--- src/include/arcade_io_defines.svh ---
// Arcade board I/O shared constants
// Keyboard scan codes, menu status bit positions and the audio DAC width

`ifndef ARCADE_IO_DEFINES_SVH
`define ARCADE_IO_DEFINES_SVH

// ------------------------------
// Keyboard scan codes
// ------------------------------
`define KEY_UP      8'h75
`define KEY_DOWN    8'h72
`define KEY_LEFT    8'h6B
`define KEY_RIGHT   8'h74
`define KEY_COIN    8'h76 // ESC
`define KEY_START1  8'h05 // F1
`define KEY_START2  8'h06 // F2
`define KEY_FIRE1   8'h29 // Space
`define KEY_FIRE2   8'h11 // Alt

// ------------------------------
// Menu status word bit positions
// ------------------------------
`define STATUS_RESET       0
`define STATUS_ROTATE      2
`define STATUS_SCAN_LO     3 // Scanline level, bits 4:3
`define STATUS_RESET_MENU  6

// Accumulator width of the audio DAC
`define DAC_BITS  15

`endif

--- src/verilog/arcade_io_pkg.sv ---
// Arcade board I/O types
// Vector types for the board signals and the packed structs that carry
// key levels, game controls and video between the blocks

`default_nettype none

package arcade_io_pkg;

	typedef logic [7:0]  key_code_t; // Keyboard scan code
	typedef logic [7:0]  joy_t;      // 0 right, 1 left, 2 down, 3 up, 4 fire, 5 barrier
	typedef logic [31:0] status_t;   // Menu status word
	typedef logic [1:0]  color2_t;   // Game colour channel
	typedef logic [5:0]  color6_t;   // VGA colour channel
	typedef logic [11:0] audio_t;    // Game audio sample

	// Held keyboard levels
	typedef struct packed {
		logic up;
		logic down;
		logic left;
		logic right;
		logic coin;
		logic start1;
		logic start2;
		logic fire1;
		logic fire2;
	} key_buttons_t;

	// Inputs to the game core
	typedef struct packed {
		logic coin;
		logic start1;
		logic start2;
		logic left;
		logic right;
		logic fire;
		logic barrier;
	} game_ctrl_t;

	// Raw game video, syncs and blanks active high
	typedef struct packed {
		color2_t r;
		color2_t g;
		color2_t b;
		logic    hs;
		logic    vs;
		logic    hb_bg;
		logic    hb_fg;
		logic    vb;
	} game_video_t;

	// Board VGA output
	typedef struct packed {
		color6_t r;
		color6_t g;
		color6_t b;
		logic    hs_n;
		logic    vs_n;
	} vga_out_t;

endpackage

`default_nettype wire

--- src/verilog/key_latch.sv ---
// Keyboard key latch
// Strobed key events (code and pressed level) become held button levels,
// one per known key; unknown codes leave every level as it is

`default_nettype none

`include "arcade_io_defines.svh"

module key_latch
	import arcade_io_pkg::*;
(
	input  logic         clk_sys,
	input  logic         rst_n,
	input  logic         key_strobe,  // One cycle per key event
	input  logic         key_pressed, // 1 make, 0 break
	input  key_code_t    key_code,
	output key_buttons_t buttons
);

	key_buttons_t held;

	// ------------------------------
	// Key event decode
	// ------------------------------
	always_ff @(posedge clk_sys) begin
		if (!rst_n) begin
			held <= '0;
		end else if (key_strobe) begin
			case (key_code)
				`KEY_UP: begin
					held.up <= key_pressed;
				end
				`KEY_DOWN: begin
					held.down <= key_pressed;
				end
				`KEY_LEFT: begin
					held.left <= key_pressed;
				end
				`KEY_RIGHT: begin
					held.right <= key_pressed;
				end
				`KEY_COIN: begin
					held.coin <= key_pressed;
				end
				`KEY_START1: begin
					held.start1 <= key_pressed;
				end
				`KEY_START2: begin
					held.start2 <= key_pressed;
				end
				`KEY_FIRE1: begin
					held.fire1 <= key_pressed;
				end
				`KEY_FIRE2: begin
					held.fire2 <= key_pressed;
				end
				default: begin
					held <= held; // Unknown code, keep all levels
				end
			endcase
		end
	end

	assign buttons = held;

endmodule

`default_nettype wire

--- src/verilog/control_mapper.sv ---
// Game control mapper
// Merges keyboard buttons with both joysticks into the game inputs,
// picks normal or rotated direction sources and forms the game reset

`default_nettype none

`include "arcade_io_defines.svh"

module control_mapper
	import arcade_io_pkg::*;
(
	input  logic         clk_sys,
	input  logic         rst_n,
	input  key_buttons_t key_buttons,
	input  joy_t         joystick_0,
	input  joy_t         joystick_1,
	input  status_t      status,
	input  logic [1:0]   board_buttons,
	output game_ctrl_t   game_ctrl,
	output logic         game_reset
);

	// Joystick bit positions
	localparam int JOY_RIGHT   = 0;
	localparam int JOY_LEFT    = 1;
	localparam int JOY_DOWN    = 2;
	localparam int JOY_UP      = 3;
	localparam int JOY_FIRE    = 4;
	localparam int JOY_BARRIER = 5;

	joy_t       joy_any;
	logic       rotate;
	game_ctrl_t ctrl_next;

	assign joy_any = joystick_0 | joystick_1; // Either player's stick
	assign rotate  = status[`STATUS_ROTATE];

	always_comb begin
		ctrl_next.coin   = key_buttons.coin;
		ctrl_next.start1 = key_buttons.start1;
		ctrl_next.start2 = key_buttons.start2;
		if (rotate) begin
			ctrl_next.left  = key_buttons.left  | joy_any[JOY_LEFT];
			ctrl_next.right = key_buttons.right | joy_any[JOY_RIGHT];
		end else begin
			// Screen turned, so vertical controls steer
			ctrl_next.left  = key_buttons.down | joy_any[JOY_DOWN];
			ctrl_next.right = key_buttons.up   | joy_any[JOY_UP];
		end
		ctrl_next.fire    = key_buttons.fire1 | joy_any[JOY_FIRE];
		ctrl_next.barrier = key_buttons.fire2 | joy_any[JOY_BARRIER];
	end

	always_ff @(posedge clk_sys) begin
		if (!rst_n) begin
			game_ctrl  <= '0;
			game_reset <= 1'b0;
		end else begin
			game_ctrl  <= ctrl_next;
			game_reset <= status[`STATUS_RESET] | status[`STATUS_RESET_MENU]
				| board_buttons[1]; // Menu reset, reset entry or board button
		end
	end

endmodule

`default_nettype wire

--- src/verilog/video_shaper.sv ---
// Video shaper
// Blanks the 2-bit game colours, widens them to 6 bits, dims odd lines
// by the scanline level and drives active-low syncs, all in one stage

`default_nettype none

`include "arcade_io_defines.svh"

module video_shaper
	import arcade_io_pkg::*;
(
	input  logic        clk_sys,
	input  logic        rst_n,
	input  game_video_t game_video,
	input  status_t     status,
	input  logic        scandoubler_disable,
	output vga_out_t    vga
);

	logic       hs_q;       // Previous hs for edge detect
	logic       line_odd;   // Line parity
	logic       hs_rise;
	logic       blank;
	logic [1:0] scan_level;
	logic [1:0] dim_level;

	// ------------------------------
	// Channel shaping
	// ------------------------------
	function automatic color6_t shade(input color2_t c, input logic blank_in,
		input logic [1:0] level);
		color6_t v;
		begin
			v = blank_in ? 6'd0 : {c, c, c}; // Repeat bits to full scale
			case (level)
				2'd1: shade = v - (v >> 2); // 75%
				2'd2: shade = v >> 1;       // 50%
				2'd3: shade = v >> 2;       // 25%
				default: shade = v;
			endcase
		end
	endfunction

	always_comb begin
		blank   = (game_video.hb_bg & game_video.hb_fg) | game_video.vb;
		hs_rise = game_video.hs & ~hs_q;

		// No scanlines without the scan doubler
		if (scandoubler_disable) begin
			scan_level = 2'b00;
		end else begin
			scan_level = status[`STATUS_SCAN_LO +: 2];
		end
		dim_level = line_odd ? scan_level : 2'b00; // Even lines stay bright
	end

	// ------------------------------
	// Output register
	// ------------------------------
	always_ff @(posedge clk_sys) begin
		if (!rst_n) begin
			hs_q     <= 1'b0;
			line_odd <= 1'b0;
			vga.r    <= '0;
			vga.g    <= '0;
			vga.b    <= '0;
			vga.hs_n <= 1'b1;
			vga.vs_n <= 1'b1;
		end else begin
			hs_q <= game_video.hs;
			if (hs_rise) begin
				line_odd <= ~line_odd; // New line
			end
			vga.r    <= shade(game_video.r, blank, dim_level);
			vga.g    <= shade(game_video.g, blank, dim_level);
			vga.b    <= shade(game_video.b, blank, dim_level);
			vga.hs_n <= ~game_video.hs;
			vga.vs_n <= ~game_video.vs;
		end
	end

endmodule

`default_nettype wire

--- src/verilog/sigma_delta_dac.sv ---
// First-order sigma-delta audio DAC
// The input is added to an accumulator every cycle and the carry out
// forms a 1-bit pulse-density stream

`default_nettype none

`include "arcade_io_defines.svh"

module sigma_delta_dac (
	input  logic                 clk_sys,
	input  logic                 rst_n,
	input  logic [`DAC_BITS-1:0] dac_in,
	output logic                 dac_out
);

	logic [`DAC_BITS-1:0] acc;
	logic [`DAC_BITS:0]   sum;   // One extra bit for the carry

	assign sum = {1'b0, acc} + {1'b0, dac_in};

	// ------------------------------
	// Accumulator and output bit
	// ------------------------------
	always_ff @(posedge clk_sys) begin
		if (!rst_n) begin
			acc     <= '0;
			dac_out <= 1'b0;
		end else begin
			acc     <= sum[`DAC_BITS-1:0];
			dac_out <= sum[`DAC_BITS]; // Carry is the pulse
		end
	end

endmodule

`default_nettype wire

--- src/verilog/arcade_io_top.sv ---
// Arcade board I/O top level
// Connects the key latch, control mapper, video shaper and audio DAC
// between the board signals and the game core

`default_nettype none

`include "arcade_io_defines.svh"

module arcade_io_top
	import arcade_io_pkg::*;
(
	input  logic        clk_sys,
	input  logic        rst_n,

	// Keyboard events
	input  logic        key_strobe,
	input  logic        key_pressed,
	input  key_code_t   key_code,

	// Menu link and board controls
	input  joy_t        joystick_0,
	input  joy_t        joystick_1,
	input  status_t     status,
	input  logic [1:0]  board_buttons,
	input  logic        scandoubler_disable,

	// From the game core
	input  game_video_t game_video,
	input  audio_t      audio,

	// To the game core
	output game_ctrl_t  game_ctrl,
	output logic        game_reset,

	// Board outputs
	output vga_out_t    vga,
	output logic        audio_l,
	output logic        audio_r
);

	key_buttons_t         key_buttons;
	logic [`DAC_BITS-1:0] dac_in;

	assign dac_in  = {audio, 3'b000}; // Scale 12-bit sample to DAC width
	assign audio_r = audio_l;         // Mono

	// ------------------------------
	// Controls
	// ------------------------------
	key_latch u_key_latch (
		.clk_sys     (clk_sys),
		.rst_n       (rst_n),
		.key_strobe  (key_strobe),
		.key_pressed (key_pressed),
		.key_code    (key_code),
		.buttons     (key_buttons)
	);

	control_mapper u_control_mapper (
		.clk_sys       (clk_sys),
		.rst_n         (rst_n),
		.key_buttons   (key_buttons),
		.joystick_0    (joystick_0),
		.joystick_1    (joystick_1),
		.status        (status),
		.board_buttons (board_buttons),
		.game_ctrl     (game_ctrl),
		.game_reset    (game_reset)
	);

	// ------------------------------
	// Video and audio
	// ------------------------------
	video_shaper u_video_shaper (
		.clk_sys             (clk_sys),
		.rst_n               (rst_n),
		.game_video          (game_video),
		.status              (status),
		.scandoubler_disable (scandoubler_disable),
		.vga                 (vga)
	);

	sigma_delta_dac u_sigma_delta_dac (
		.clk_sys (clk_sys),
		.rst_n   (rst_n),
		.dac_in  (dac_in),
		.dac_out (audio_l)
	);

endmodule

`default_nettype wire

--- config.mk ---
export PLATFORM = sky130hd
export DESIGN_NAME = arcade_io_top
export DESIGN_NICKNAME = d
export VERILOG_FILES = /design/src/verilog/arcade_io_pkg.sv /design/src/verilog/key_latch.sv /design/src/verilog/control_mapper.sv /design/src/verilog/video_shaper.sv /design/src/verilog/sigma_delta_dac.sv /design/src/verilog/arcade_io_top.sv
export VERILOG_INCLUDE_DIRS = /design/src /design/src/include
export SDC_FILE = /design/constraint.sdc
export NUM_CORES = 1
export LEC_CHECK = 0
export BUFFER_PORTS_ARGS = -buffer_cell sky130_fd_sc_hd__buf_2
export CORE_AREA = 2 2 95 61
export CTS_BUF_LIST = sky130_fd_sc_hd__clkbuf_4 sky130_fd_sc_hd__clkbuf_8
export DETAILED_ROUTE_END_ITERATION = 10
export DIE_AREA = 0 0 97 63
export PLACE_DENSITY = 0.89
export SLEW_MARGIN = 20
export SYNTH_ARGS = -nofsm -noshare
export SYNTH_HDL_FRONTEND = slang
export SYNTH_HIERARCHICAL = 1
export SYNTH_SLANG_ARGS = --single-unit
--- constraint.sdc ---
create_clock -name clk_sys -period 2.1 [get_ports clk_sys]
set_clock_uncertainty 0.15 [all_clocks]
set_input_delay 0.21 -clock clk_sys [delete_from_list [all_inputs] [get_ports clk_sys]]
set_output_delay 0.21 -clock clk_sys [all_outputs]
set_load 0.03 [all_outputs]
==> results.ini <==
[timing]
setup_slack_ns = 0.0945
slew_viol_final = 0
period_minus_slack_ns = 2.01
post-route-period-util_pct = 95.5
setup_violations = 0
hold_viol_final = 0
fmax_mhz = 499

[clock_tree]
clockBufferDepth = 2
clkTransAtPathRegs_ns = 0.09
cts_sinks = 49
clk_latency_ns = 0.29
cts_tree = built
cts.htree.levels = 2
cts_root_buffer = clkbuf_8
cts-buffers-inserted = 5

[synthesis]
synth_area_leaders = dfxtp_1, ha_1, and2_1
ys_ff_latch = 49
yosysTopAreaCell = dfxtp_1
synth_top_area_share_pct = 40.3
syn_area_um2 = 2430
ys_warn_count = 6
synth-edff-count = 0
synth_cell_types = 53
async_flop_share_pct = 0
synthFlopType = dfxtp_1
ys_seq_area_share_pct = 40.3
synthCells = 241
synth.most_common_cell = dfxtp_1
ys_top_cells_by_count = dfxtp_1, nand2_1, and2_1, ha_1, nor2_1
syn_area_per_cell_um2 = 10.1

[global_routing]
grt_pass1_wl_um = 8400
grt_start_max_net_pins = 26
antenna_found_initial = 0
gr-usage-all-layers_pct = 16.6
overflow = 0
first_global_vias = 1917

[floorplanning]
fp.dieW_um = 97
start_util_pct = 46.0
die_area_um2 = 6110
num_io_pins = 116
num_rows = 21
core_area_um2 = 5280
die_height_um = 63

[job]
drv_cap = 0

[worst_hold_path]
hold_path_class = primary input to flop

[finish]
area_growth_pct = 29.0
layout.area.seq_um2 = 981
n_fill_cell = 482
n_antenna_cell = 0
nets = 441
multi_input_area_um2 = 1370
drive_gt1_share_pct = 33.2
fin_util_pct = 59.4

[pwr]
ir_worst_vdd_mv = 0.436
power_frac_comb_pct = 39.4
p_per_area_nw_per_um2 = 963
p_seq_share_pct = 37.2
switching_share_pct = 32.8
p_switching_uw = 990
clkPwrFrac_pct = 23.4
p_int_mw = 2.03
leakage_nw = 1.48

[route]
drtIter0Drc = 83
postRouteAntennaNets = 0
routed_via_density = 5.10
drc_errors = 0
finalWirelength_um = 5160
num_vias = 2087
wl_per_cell_um = 12.6
dr.pass1.iters = 4

[worst_setup_path]
cp-start-kind = flop
worstSetupPathType = flop to flop
critPathRequiredTime_ns = 2.14
crit_path_end_kind = flop
rrSetupSlack_ns = 0.09
crit_arrival_ns = 2.05
critPathMaxFanout = 4

[placed_design]
hpwl_um = 3890
gp_routability_congestion = 0.866
port_buffers = 83
post-place-ws_ns = 0.111

[run_status]
outcome = finished, final reports clean

-- flip-flops by register name, summed over array words and instances (netlist names) --
register,count
u_sigma_delta_dac/acc,15
u_video_shaper/vga,14
u_key_latch/buttons,9
u_control_mapper/game_ctrl,7
u_control_mapper/game_reset,1
u_sigma_delta_dac/dac_out,1
u_video_shaper/hs_q,1
u_video_shaper/line_odd,1
-- critical path, stage by stage, from the launching register on --
cell      delay [ns]
dfxtp_1         0.31
ha_1            0.34
a21oi_2         0.17
buf_4           0.13
o21ai_2         0.06
a211oi_2        0.30
o21ai_1         0.14
xor2_1          0.15
and2_1          0.15
-- cell usage in the layout (no fill, tap or decap), types with 4 or more instances in the layout --
| cell type | instances |
|---|---|
| mux2i_1 | 9 |
| dfxtp_1 | 49 |
| buf_2 | 83 |
| o21ai_1 | 6 |
| nand3_1 | 6 |
| nor2_1 | 12 |
| nand3b_1 | 5 |
| clkbuf_8 | 6 |
| a32o_1 | 6 |
| a21oi_1 | 9 |
| conb_1 | 4 |
| nand2_1 | 22 |
| and3_1 | 4 |
| nor4b_2 | 4 |
| dlygate4sd3_1 | 12 |
| xor2_1 | 7 |
| inv_1 | 7 |
| and2_1 | 17 |
| ha_1 | 14 |
| xnor2_1 | 6 |
-- logic make-up (layout without fill, tap and decap cells) --
| group | after synthesis | in the layout | synth area share, % |
|---|---|---|---|
| muxes | 9 | 9 | 3.71 |
| xor gates and xnor gates | 13 | 13 | 4.68 |
| DFF | 49 | 49 | 40.3 |
| and+or+nand+nor | 88 | 88 | 23.0 |
| buffers and inverters | 17 | 113 | 4.07 |
| AOI/OAI and AO/OA | 48 | 48 | 15.5 |
| adders and majority gates | 16 | 16 | 8.54 |
| other | 1 | 4 | 0.154 |
-- area by class of cell --
class / count / share of cell area (%)
Clock buffer: 7 / 2.87
Clock inverter: 1 / 0.957
Timing Repair Buffer: 98 / 17.8
Inverter: 7 / 0.838
Tap cell: 69 / 2.75
Multi-Input combinational cell: 178 / 43.5
Sequential cell: 49 / 31.3
-- what timing repair did --
item,in CTS,in global routing
hold buffers,12,0
buffers inserted,0,1
hold endpoints to repair,7,0
resized for setup,0,1
setup endpoints to repair,0,1
-- through the flow --
stage	instances	TNS, ns	area [um^2]	hold WS (ns)	total power [mW]
after floorplan	244	0	2440	0.122	2.05
after global placement	388	0	2890	0.219	2.24
after CTS	408	0	3130	0.00260	3.02
final	409	0	3140	0.0108	3.02
after detailed placement	388	0	2890	0.232	2.29
after global routing	409	-0.0132	3140	0.0161	3.22
-- power groups by stage --
stage | Sequential [mW] | Clock (mW) | Combinational (mW)
2_1_floorplan | 1.18 | 0 | 0.867
3_3_place_gp | 1.14 | 0 | 1.11
3_5_place_dp | 1.14 | 0 | 1.15
4_1_cts | 1.12 | 0.722 | 1.17
5_1_grt | 1.14 | 0.765 | 1.32
6_report | 1.12 | 0.707 | 1.19
-- worst paths after layout --
| kind | cells past startpoint | start | end |
|---|---|---|---|
| hold / removal | 2 | game_video[4] | u_video_shaper/hs_q |
| setup reg to reg | 8 | u_sigma_delta_dac/acc[4] | u_sigma_delta_dac/acc[14] |
| setup / recovery | 8 | u_sigma_delta_dac/acc[4] | u_sigma_delta_dac/acc[14] |
| hold reg to reg | 1 | u_key_latch/buttons[3] | u_control_mapper/game_ctrl[5] |
-- layer usage --
metal,global-route usage [%],wire length [um],part of all wire (%),up-vias
met3,5.03,383,7.4,8
met5,0,0,0,-
met2,27.5,2310,45,73
li1,-,-,-,1050
met4,3.17,42,0.81,0
met1,21.5,2430,47,956
(Power assumes the default switching activity.)
